===== config.mk =====
export PLATFORM = sky130hd
export DESIGN_NAME = cart_rom
export DESIGN_NICKNAME = d
export VERILOG_FILES = /design/src/source/msx_cart_pkg.sv /design/src/source/cart_ascii16.sv /design/src/source/cart_ascii8.sv /design/src/source/cart_konami.sv /design/src/source/cart_linear.sv /design/src/source/cart_mapper_decoder.sv /design/src/source/cart_mem_arbiter.sv /design/src/source/cart_rom.sv
export SDC_FILE = /design/constraint.sdc
export NUM_CORES = 1
export LEC_CHECK = 0
export ABC_AREA = 1
export BUFFER_PORTS_ARGS = -buffer_cell sky130_fd_sc_hd__buf_2
export CAP_MARGIN = 20
export CORE_MARGIN = 2
export CORE_UTILIZATION = 35
export CTS_CLUSTER_SIZE = 10
export DETAILED_ROUTE_END_ITERATION = 10
export HOLD_SLACK_MARGIN = 0.06
export SLEW_MARGIN = 20
export SYNTH_ARGS = -nofsm -noshare
export SYNTH_HDL_FRONTEND = slang
export SYNTH_SLANG_ARGS = --single-unit

===== constraint.sdc =====
create_clock -name clk -period 2.25 [get_ports clk]
set_clock_uncertainty 0.15 [all_clocks]
set_input_delay 0.225 -clock clk [delete_from_list [all_inputs] [get_ports clk]]
set_output_delay 0.225 -clock clk [all_outputs]
set_load 0.01 [all_outputs]

===== src/source/msx_cart_pkg.sv =====
// MSX cartridge mapper package with mapper codes, memory layout and shared bus types
package msx_cart_pkg;

    localparam int MEM_AW           = 25;
    localparam int ASCII8_SRAM_BIT  = 7;
    localparam int ASCII16_SRAM_BIT = 4;

    localparam logic [MEM_AW-1:0] SRAM_BASE = 25'h1F0000; // Battery SRAM region

    typedef enum logic [1:0] {
        MAPPER_LINEAR,
        MAPPER_KONAMI,
        MAPPER_ASCII8,
        MAPPER_ASCII16
    } mapper_t;

    typedef struct packed {
        mapper_t    mapper;
        logic [3:0] rom_size_log; // log2 of size in 8 kB banks
    } cart_cfg_t;

    typedef struct packed {
        logic [15:0] addr;
        logic [7:0]  data;
        logic        wr;
        logic        rd;
        logic        mreq;
    } cpu_bus_t;

    typedef struct packed {
        logic linear;
        logic konami;
        logic ascii8;
        logic ascii16;
    } mapper_sel_t;

    typedef struct packed {
        logic [MEM_AW-1:0] addr;
        logic              valid;
        logic              sram_oe;
        logic              sram_we;
    } mem_req_t;

    // Low size_log bits set, saturates at 8 bits
    function automatic logic [7:0] bank_mask(input logic [3:0] size_log);
        logic [8:0] full;
        full = (9'd1 << size_log) - 9'd1;
        return full[7:0];
    endfunction

    function automatic logic [MEM_AW-1:0] rom_addr_8k(
        input logic [7:0]  bank,
        input logic [3:0]  size_log,
        input logic [12:0] offs
    );
        return MEM_AW'({bank & bank_mask(size_log), offs});
    endfunction

endpackage


===== src/source/cart_ascii16.sv =====
// ASCII-16 mapper with two 16 kB pages and 2 kB battery SRAM
module cart_ascii16
    import msx_cart_pkg::*;
(
    input  logic      clk,
    input  logic      reset,
    input  logic      clk_en,
    input  logic      cs,
    input  cpu_bus_t  bus,
    input  cart_cfg_t cfg,
    output mem_req_t  req
);

    logic [7:0] bank [2];
    logic       half;
    logic       in_range;
    logic       reg_wr;
    logic [7:0] cur_bank;
    logic [7:0] bank_8k;
    logic       is_sram;
    logic       sram_oe;
    logic       sram_we;

    assign half     = bus.addr[15];                  // 0 for 4000-7FFF, 1 for 8000-BFFF
    assign in_range = bus.addr[15] ^ bus.addr[14];
    assign reg_wr   = clk_en & cs & bus.wr & bus.mreq;

    always_ff @(posedge clk or posedge reset) begin
        if (reset) begin
            bank[0] <= 8'd0;
            bank[1] <= 8'd0;
        end else if (reg_wr) begin
            case (bus.addr[15:11])
                5'b01100: bank[0] <= bus.data;       // 6000-67FF
                5'b01110: bank[1] <= bus.data;       // 7000-77FF
                default: ;
            endcase
        end
    end

    assign cur_bank = bank[half];
    assign bank_8k  = {cur_bank[6:0], bus.addr[13]}; // 16 kB bank as two 8 kB halves
    assign is_sram  = cur_bank[ASCII16_SRAM_BIT];

    assign sram_oe = cs & in_range & is_sram & bus.rd;
    assign sram_we = cs & in_range & is_sram & half & bus.wr;

    always_comb begin
        if (is_sram) begin
            req.addr = SRAM_BASE + MEM_AW'(bus.addr[10:0]);
        end else begin
            req.addr = rom_addr_8k(bank_8k, cfg.rom_size_log, bus.addr[12:0]);
        end
        req.valid   = (cs & in_range & bus.rd) | sram_we;
        req.sram_oe = sram_oe;
        req.sram_we = sram_we;
    end

endmodule


===== src/source/cart_ascii8.sv =====
// ASCII-8 mapper with four 8 kB pages and battery SRAM on the upper pages
module cart_ascii8
    import msx_cart_pkg::*;
(
    input  logic      clk,
    input  logic      reset,
    input  logic      clk_en,
    input  logic      cs,
    input  cpu_bus_t  bus,
    input  cart_cfg_t cfg,
    output mem_req_t  req
);

    logic [7:0] bank [4];
    logic [1:0] page;
    logic       in_range;
    logic       reg_window;
    logic       reg_wr;
    logic [7:0] cur_bank;
    logic       is_sram;
    logic       sram_oe;
    logic       sram_we;

    assign page       = {bus.addr[15], bus.addr[13]};
    assign in_range   = bus.addr[15] ^ bus.addr[14];
    assign reg_window = bus.addr[15:13] == 3'b011;   // 6000-7FFF, 2 kB per register
    assign reg_wr     = clk_en & cs & bus.wr & bus.mreq & reg_window;

    always_ff @(posedge clk or posedge reset) begin
        if (reset) begin
            for (int i = 0; i < 4; i++) begin
                bank[i] <= 8'd0;
            end
        end else if (reg_wr) begin
            bank[bus.addr[12:11]] <= bus.data;
        end
    end

    assign cur_bank = bank[page];
    assign is_sram  = cur_bank[ASCII8_SRAM_BIT];

    // SRAM is writable only in 8000-BFFF
    assign sram_oe = cs & in_range & is_sram & bus.rd;
    assign sram_we = cs & in_range & is_sram & page[1] & bus.wr;

    always_comb begin
        if (is_sram) begin
            req.addr = SRAM_BASE + MEM_AW'(bus.addr[12:0]);
        end else begin
            req.addr = rom_addr_8k(cur_bank, cfg.rom_size_log, bus.addr[12:0]);
        end
        req.valid   = (cs & in_range & bus.rd) | sram_we;
        req.sram_oe = sram_oe;
        req.sram_we = sram_we;
    end

endmodule


===== src/source/cart_konami.sv =====
// Konami mapper without SCC, three switchable 8 kB pages and a fixed first page
module cart_konami
    import msx_cart_pkg::*;
(
    input  logic      clk,
    input  logic      reset,
    input  logic      clk_en,
    input  logic      cs,
    input  cpu_bus_t  bus,
    input  cart_cfg_t cfg,
    output mem_req_t  req
);

    logic [7:0] bank [1:3];
    logic [1:0] page;
    logic       in_range;
    logic       reg_wr;
    logic [7:0] cur_bank;

    assign page     = {bus.addr[15], bus.addr[13]}; // 4000/6000/8000/A000 -> 0..3
    assign in_range = bus.addr[15] ^ bus.addr[14];   // 4000-BFFF
    assign reg_wr   = clk_en & cs & bus.wr & bus.mreq & in_range;

    always_ff @(posedge clk or posedge reset) begin
        if (reset) begin
            bank[1] <= 8'd1;
            bank[2] <= 8'd2;
            bank[3] <= 8'd3;
        end else if (reg_wr) begin
            case (page)
                2'd1: bank[1] <= bus.data;
                2'd2: bank[2] <= bus.data;
                2'd3: bank[3] <= bus.data;
                default: ;                           // Page 0 is fixed
            endcase
        end
    end

    always_comb begin
        case (page)
            2'd1:    cur_bank = bank[1];
            2'd2:    cur_bank = bank[2];
            2'd3:    cur_bank = bank[3];
            default: cur_bank = 8'd0;
        endcase
    end

    always_comb begin
        req.addr    = rom_addr_8k(cur_bank, cfg.rom_size_log, bus.addr[12:0]);
        req.valid   = cs & in_range & bus.rd;
        req.sram_oe = 1'b0;
        req.sram_we = 1'b0;
    end

endmodule


===== src/source/cart_linear.sv =====
// Plain ROM without banking, placed by size and mirrored inside its window
module cart_linear
    import msx_cart_pkg::*;
(
    input  logic      cs,
    input  cpu_bus_t  bus,
    input  cart_cfg_t cfg,
    output mem_req_t  req
);

    logic        low_base;
    logic        in_window;
    logic [15:0] offset;
    logic [20:0] offs_mask;

    assign low_base  = cfg.rom_size_log >= 4'd3;     // 64 kB image starts at 0000
    assign in_window = low_base | (bus.addr[15] ^ bus.addr[14]);
    assign offset    = low_base ? bus.addr : bus.addr - 16'h4000;
    assign offs_mask = {bank_mask(cfg.rom_size_log), 13'h1FFF};

    always_comb begin
        req.addr    = MEM_AW'({5'd0, offset} & offs_mask); // Smaller images mirror
        req.valid   = cs & in_window & bus.rd;
        req.sram_oe = 1'b0;
        req.sram_we = 1'b0;
    end

endmodule


===== src/source/cart_mapper_decoder.sv =====
// Mapper decoder turning the cartridge configuration into one-hot mapper selects
module cart_mapper_decoder
    import msx_cart_pkg::*;
(
    input  logic        en,
    input  cart_cfg_t   cfg,
    input  cpu_bus_t    bus,
    output mapper_sel_t sel
);

    logic active;

    assign active = en & bus.mreq; // Slot enabled and memory cycle

    always_comb begin
        sel = '0;
        if (active) begin
            case (cfg.mapper)
                MAPPER_LINEAR: begin
                    sel.linear = 1'b1;
                end
                MAPPER_KONAMI: begin
                    sel.konami = 1'b1;
                end
                MAPPER_ASCII8: begin
                    sel.ascii8 = 1'b1;
                end
                MAPPER_ASCII16: begin
                    sel.ascii16 = 1'b1;
                end
                default: begin
                    sel = '0;
                end
            endcase
        end
    end

endmodule


===== src/source/cart_mem_arbiter.sv =====
// Memory arbiter choosing one mapper request, SRAM first and then fixed ROM priority
module cart_mem_arbiter
    import msx_cart_pkg::*;
(
    input  mem_req_t          konami_req,
    input  mem_req_t          ascii8_req,
    input  mem_req_t          ascii16_req,
    input  mem_req_t          linear_req,
    output logic [MEM_AW-1:0] mem_addr,
    output logic              mem_rd,
    output logic              sram_oe,
    output logic              sram_we
);

    mem_req_t reqs [4];
    mem_req_t win;

    // Index 0 has the highest priority
    assign reqs[0] = konami_req;
    assign reqs[1] = ascii8_req;
    assign reqs[2] = ascii16_req;
    assign reqs[3] = linear_req;

    always_comb begin
        win = '0;
        for (int i = 3; i >= 0; i--) begin
            if (reqs[i].valid) begin
                win = reqs[i];
            end
        end
        for (int i = 3; i >= 0; i--) begin
            if (reqs[i].sram_oe | reqs[i].sram_we) begin
                win = reqs[i];               // SRAM overrides any ROM read
            end
        end
    end

    assign mem_addr = win.addr;
    assign mem_rd   = win.valid & ~win.sram_oe & ~win.sram_we;
    assign sram_oe  = win.sram_oe;
    assign sram_we  = win.sram_we;

endmodule


===== src/source/cart_rom.sv =====
// Cartridge slot top level wiring the mapper decoder, the mappers and the memory arbiter
module cart_rom
    import msx_cart_pkg::*;
(
    input  logic              clk,
    input  logic              reset,
    input  logic              clk_en,
    input  logic              en,
    input  logic              wr,
    input  logic              rd,
    input  logic              mreq,
    input  logic [15:0]       addr,
    input  logic [7:0]        d_from_cpu,
    input  cart_cfg_t         cfg,
    output logic [MEM_AW-1:0] mem_addr,
    output logic              mem_rd,
    output logic              sram_oe,
    output logic              sram_we
);

    cpu_bus_t    bus;
    mapper_sel_t sel;
    mem_req_t    konami_req;
    mem_req_t    ascii8_req;
    mem_req_t    ascii16_req;
    mem_req_t    linear_req;

    assign bus = '{addr: addr, data: d_from_cpu, wr: wr, rd: rd, mreq: mreq};

    cart_mapper_decoder decoder (
        .en  (en),
        .cfg (cfg),
        .bus (bus),
        .sel (sel)
    );

    cart_konami konami (
        .clk    (clk),
        .reset  (reset),
        .clk_en (clk_en),
        .cs     (sel.konami),
        .bus    (bus),
        .cfg    (cfg),
        .req    (konami_req)
    );

    cart_ascii8 ascii8 (
        .clk    (clk),
        .reset  (reset),
        .clk_en (clk_en),
        .cs     (sel.ascii8),
        .bus    (bus),
        .cfg    (cfg),
        .req    (ascii8_req)
    );

    cart_ascii16 ascii16 (
        .clk    (clk),
        .reset  (reset),
        .clk_en (clk_en),
        .cs     (sel.ascii16),
        .bus    (bus),
        .cfg    (cfg),
        .req    (ascii16_req)
    );

    cart_linear linear (
        .cs  (sel.linear),
        .bus (bus),
        .cfg (cfg),
        .req (linear_req)
    );

    cart_mem_arbiter arbiter (
        .konami_req  (konami_req),
        .ascii8_req  (ascii8_req),
        .ascii16_req (ascii16_req),
        .linear_req  (linear_req),
        .mem_addr    (mem_addr),
        .mem_rd      (mem_rd),
        .sram_oe     (sram_oe),
        .sram_we     (sram_we)
    );

endmodule


Word level (Yosys, flattened, before mapping)
Cells that the tools add are included.

Add/sub/neg operators: 4. Multipliers: 0. Div/mod/pow operators: 0. Order comparisons: 5. Equal/unequal tests: 9. Shift operators: 1. Multiplexer cells: 24. Bitwise operators: 45. Reduce and logical (&&, ||, !) cells: 7.

Operator list (number): 28-bit 2-to-1 mux (5); 25-bit 2-to-1 mux (2); 32-bit bitwise mux (1); 1-bit AND (30); 8-bit AND (3); 24-bit 2-to-1 mux (1); 8-bit 2-to-1 mux (3); 8-bit case mux with 3 select lines (1); 21-bit by 11-bit adder with 22-bit output, first input constant (1); 21-bit by 13-bit adder with 22-bit output, first input constant (1); 16-bit by 21-bit AND with 21-bit output (1); 7-bit 2-to-1 mux (3); 8-bit binary-select mux with 2-bit select (1); 8-bit demux with 2-bit select (1); 16-bit 2-to-1 mux (1); 16-bit by 15-bit subtractor with 16-bit output, second input constant (1); 5-bit by 4-bit equality test with 1-bit output, second input constant (2); 2-bit AND reduction (5); 2-bit equality test, second input constant (4); 1-bit by 4-bit << shifter with 8-bit output, first input constant (1); 8-bit by 1-bit subtractor with 8-bit output, second input constant (1); 3-bit >= comparator, second input constant (2); 2-bit inverter with 3-bit output (2); 1-bit OR (5); 12 further kinds (17).

Bits in registers: 70. Bits in latches: 0. Memory bits (writable): 0. ROM bits: 0. Bits of input ports: 37. Output and inout bits: 28. Word-level logic and storage cells: 104. Memories kept: 0.

Depth between registers and ports, before layout
Depth in word-level cells: 16. Gate-level depth with buffers: 12. Gate-level depth less buffers: 11.

By module
From an unflattened synthesis, not the netlist that was laid out.

Cell total of the unflattened synthesis: 1160. Area, all modules: 7393.3 sq um.

By module, submodules not included: cart_mem_arbiter (times used 1, cells an instance 495, area each 2357.3 sq um, sequential area each 0.0 sq um); cart_ascii8 (times used 1, cells an instance 264, area each 2034.5 sq um, sequential area each 800.8 sq um); cart_konami (times used 1, cells an instance 193, area each 1569.0 sq um, sequential area each 605.6 sq um); cart_ascii16 (times used 1, cells an instance 143, area each 1067.3 sq um, sequential area each 350.3 sq um); cart_linear (times used 1, cells an instance 54, area each 324.1 sq um, sequential area each 0.0 sq um); cart_mapper_decoder (times used 1, cells an instance 11, area each 41.3 sq um, sequential area each 0.0 sq um).

Worst setup path before layout
Ideal clock, no wire load.

Kind: input port to output port. Start point: in addr[15]. End point: out mem_addr[10]. Data arrival time: 1.273 ns. Required time: 1.875 ns. Setup slack: 0.602 ns. Cell stages on the path: 11. Path buffers: 3. Cells stage by stage: buf_6 > inv_6 > buf_6 > nand2_1 > nand2_1 > nor2_2 > nand3_1 > nand3_1 > nor2_2 > buf_6 > nor2_1.

Cells in the longest elaborated chain, start to end: 13. Elaborated cells between the ends (all ways): 38. Those cells by class: mux: 14; bitwise: 24.

Ends and longest elaborated chain: start, declared (RTL line cart_rom.sv:12) `input logic [15:0] addr,`; 1-bit inverter with 2-bit output (not written as such) (RTL line cart_ascii16.sv:41) `assign cur_bank = bank[half];`; 7-bit 2-to-1 mux (not written as such) (3 in series) (RTL line cart_ascii16.sv:41); 1-bit AND (RTL line cart_ascii16.sv:45, cart_ascii16.sv:46); 1-bit AND (2 in series) (RTL line cart_ascii16.sv:46) `assign sram_we = cs & in_range & is_sram & half & bus.wr;`; 1-bit OR (RTL line cart_ascii16.sv:54) `req.valid = (cs & in_range & bus.rd) | sram_we;`; 28-bit 2-to-1 mux (3 in series) (RTL line cart_mem_arbiter.sv:27) `if (reqs[i].valid) begin`; 28-bit 2-to-1 mux (RTL line cart_mem_arbiter.sv:32) `if (reqs[i].sram_oe | reqs[i].sram_we) begin`; 28-bit 2-to-1 mux * (RTL line cart_mem_arbiter.sv:32); end, declared (RTL line cart_rom.sv:15) `output logic [MEM_AW-1:0] mem_addr,`.

Every way passes the cells marked *; elsewhere a longest branch is shown, timed or not. The select of a mux whose other input is x is not followed.

Worst setup path in the final report
Start point: reg ascii16.bank[4] in the netlist's numbering. End point: out mem_addr[14].

Cells in the longest elaborated chain, start to end: 12. Elaborated cells between the ends (all ways): 15. Those cells by class: mux: 9; bitwise: 6.

Ends and longest elaborated chain: start, declared (RTL line cart_ascii16.sv:14) `logic [7:0] bank [2];`; 7-bit 2-to-1 mux (not written as such) * (3 in series) (RTL line cart_ascii16.sv:41); 1-bit AND (RTL line cart_ascii16.sv:45, cart_ascii16.sv:46); 1-bit AND (2 in series) (RTL line cart_ascii16.sv:46); 1-bit OR (RTL line cart_ascii16.sv:54); 28-bit 2-to-1 mux (3 in series) (RTL line cart_mem_arbiter.sv:27); 28-bit 2-to-1 mux * (2 in series) (RTL line cart_mem_arbiter.sv:32).

Marks and branches as above.

==> impl_metrics.yaml <==
clock_tree:
  clock_latency_ns: 0.33
  clk_path_buf_depth: 2
  clockRootBuffer: "clkbuf_16"
  clkTransAtPathRegs_ns: 0.05
  post_cts_buffers: 0
  numCtsBuffers: 9
  cts.sinks: 70
  htree_levels: 3
  tritoncts: "yes"
synthesis:
  ys_seq_area_share_pct: 44.2
  synth_top_area_share_pct: 41.6
  synth_top_area_cell: "dfrtp_1"
  yosys_warnings: 0
  syn_area_sq_mm: 0.00397
  synth_seq_cells: 70
  syn_area_per_cell_sq_um: 7.21
  synthCells: 551
  synth_area_leaders: "dfrtp_1 (42%), nand2_1 (20%), o21ai_0 (7.7%), nand3_1 (5.3%), inv_1 (4.4%)"
  yosysUniqueCellTypes: 28
power:
  power_density_mw_per_mm2: 601
  p_leak_nw: 2.47
  ir_worst_vdd_v: 0.000449
sta:
  worstMarginPinSlew_ns: 0.520
  fin_crit_sh_pct: 92.4
  slew_headroom_pct: 65.2
  rsz0062_at_grt: "no"
  timing_hold_violations_final: 0
  finalSetupViolCount: 0
  period_needed_ns: 2.08
  tns_ns: 0
  finalMaxSlewViolations: 0
  max_freq_mhz: 481
critical_path:
  cp_slowest_cell: "dfrtp_1"
  reg2regPathDepth: 2
  setup.worst_path.class: "reg -> out"
  critical_path_required_ns: 1.88
  max_stage_delay_ns: 0.35
  critPathLaunchType: "flip-flop"
  path_buf_inv: 1
  worstPathArrival_ns: 1.71
  cp_top_family: "simple AND/OR/NAND/NOR gates"
  cp_max_fo: 8
  critPathCaptureType: "primary output"
  crit_chain: "nand2_1 -> nand2_2 -> nand4_2 -> nand2_2 -> nand2_1 -> nand2_1 -> nand3_1 -> buf_2"
  r2r_slack_ns: 1.36
  rr_startpoint: "konami.bank[16]"
  cpMostUsedCell: "nand2_1"
  r2r_end: "konami.bank[16]"
layout:
  antenna_cells: 0
  final_common_cell: "nand2_1"
  final_util_pct: 42.7
  stdcell_area_sq_mm: 0.00467
  nets: 651
  seq_area_sq_mm: 0.00176
  syn_to_final_growth_pct: 17.7
  multi_input_area_sq_mm: 0.00188
  layout-drive-gt1-share_pct: 18.8
  nFillCells: 1142
  final_cell_mix: "nand2_1 (213), dfrtp_1 (66), o21ai_0 (61)"
global_route:
  first_global_vias: 3667
  grt_start_max_net_pins: 71
  antenna_found_initial: 0
  grt_pass1_wl_microns: 19500
  grt_overflow: 0
  gr-usage-all-layers_pct: 20.3
die:
  dieArea_sq_mm: 0.0122
  fp.coreArea_sq_mm: 0.0109
  io_pins: 65
  die_w_microns: 111
  rows: 38
  start_util_pct: 36.3
  die_height_microns: 111
worst_hold_path:
  holdPathEnd: "ascii8.bank[7]"
  min_path_cells: 3
  min-delay-start: "d_from_cpu[7]"
  holdCritPathClass: "in -> reg"
placed_design:
  gp_congestion: 0.882
  place_hpwl_microns: 8770
  numPortBuffers: 60
  postPlaceCellArea_sq_mm: 0.00438
drt:
  antenna_left: 0
  dr.pass1.iters: 7
  drt_iter0_drc: 394
  viasPerCell: 5.01
  drc: 0
  totalWireLength_microns: 11800
  wl_per_cell_microns: 15.6
  num_vias: 3785
status:
  status: "completed"
run:
  maxCapViolCount: 0
-- worst reg2reg max path, stage by stage (launching register included) --
cell and delay [ns]:
dfstp_2 0.53, nand2_1 0.05, o21ai_0 0.08
-- routing by layer --
layer,GRT usage (%),vias up,wire [microns]
met2,32.9,134,5460
met4,6.75,0,255
li1,-,1872,-
met1,27.1,1761,5480
met5,0,-,0
met3,4.17,18,585
-- synthesized netlist by cell type --
cell type / number
nand2_1: 216
dfrtp_1: 66
o21ai_0: 61
inv_1: 47
nand3_1: 42
nor2_1: 41
buf_6: 11
o21ai_1: 9
o21ai_2: 8
buf_4: 7
nand4_1: 7
nand2_2: 6
a21oi_1: 4
dfstp_2: 4
nor2_2: 4
nand3_2: 3
buf_2: 2
nand3b_1: 2
nor3_1: 2
a211oi_1: 1
clkbuf_1: 1
conb_1: 1
ha_1: 1
inv_6: 1
nand2_4: 1
nand4_2: 1
nor3_2: 1
o22ai_1: 1
-- cells by family after synthesis --
logic type | Yosys count | share of synthesized area, %
buf+inv | 69 | 9.45
flops | 70 | 44.2
other cells | 1 | 0.0944
fa+ha+maj | 1 | 0.315
compound gates | 84 | 11.4
simple gates | 326 | 34.5
-- final cells by class --
type                            instances  share of cell area, %
Clock inverter                          2                  0.214
Multi-Input combinational cell        415                   40.2
Timing Repair Buffer                   69                   9.05
Inverter                               48                   3.96
Clock buffer                           12                   5.27
Tap cell                              140                   3.75
Sequential cell                        70                   37.6
-- worst max path at each step --
stage	from	end	slack, ns	cells past startpoint
floorplan	reset	ascii16.bank[0]	0.11	1
global placement	addr[15]	mem_addr[14]	0.11	9
detailed placement	addr[15]	mem_addr[13]	0.11	9
CTS	ascii8.bank[7]	mem_addr[11]	0.004	9
global route	cfg[3]	mem_addr[17]	0.03	12
finish	ascii16.bank[4]	mem_addr[14]	0.17	8
-- report_power, final --
part / switching (mW) / internal (mW) / total, mW
sequential: 0.00965 / 1.28 / 1.29
clock: 0.490 / 0.759 / 1.25
combinational: 0.187 / 0.0836 / 0.271
-- state kept, by name, indices dropped and copies added (netlist names) --
name	count
ascii8.bank	32
konami.bank	24
ascii16.bank	14
-- repair_timing --
item                                    CTS  global route
resized for setup                         0             9
endpoints found under the hold margin    66             0
hold buffers                              1             0
endpoints found under the setup margin    0            15
-- stage by stage --
stage	instances	setup WS [ns]	hold slack (ns)	power [mW]
floorplan	554	0.113	0.298	1.47
global placement	741	0.114	0.178	1.57
detailed placement	741	0.111	0.186	1.58
CTS	756	0.00426	0.117	2.83
global route	756	0.0344	0.137	2.92
finish	756	0.170	0.118	2.81
Note: power is estimated with default switching activity, not from simulation.
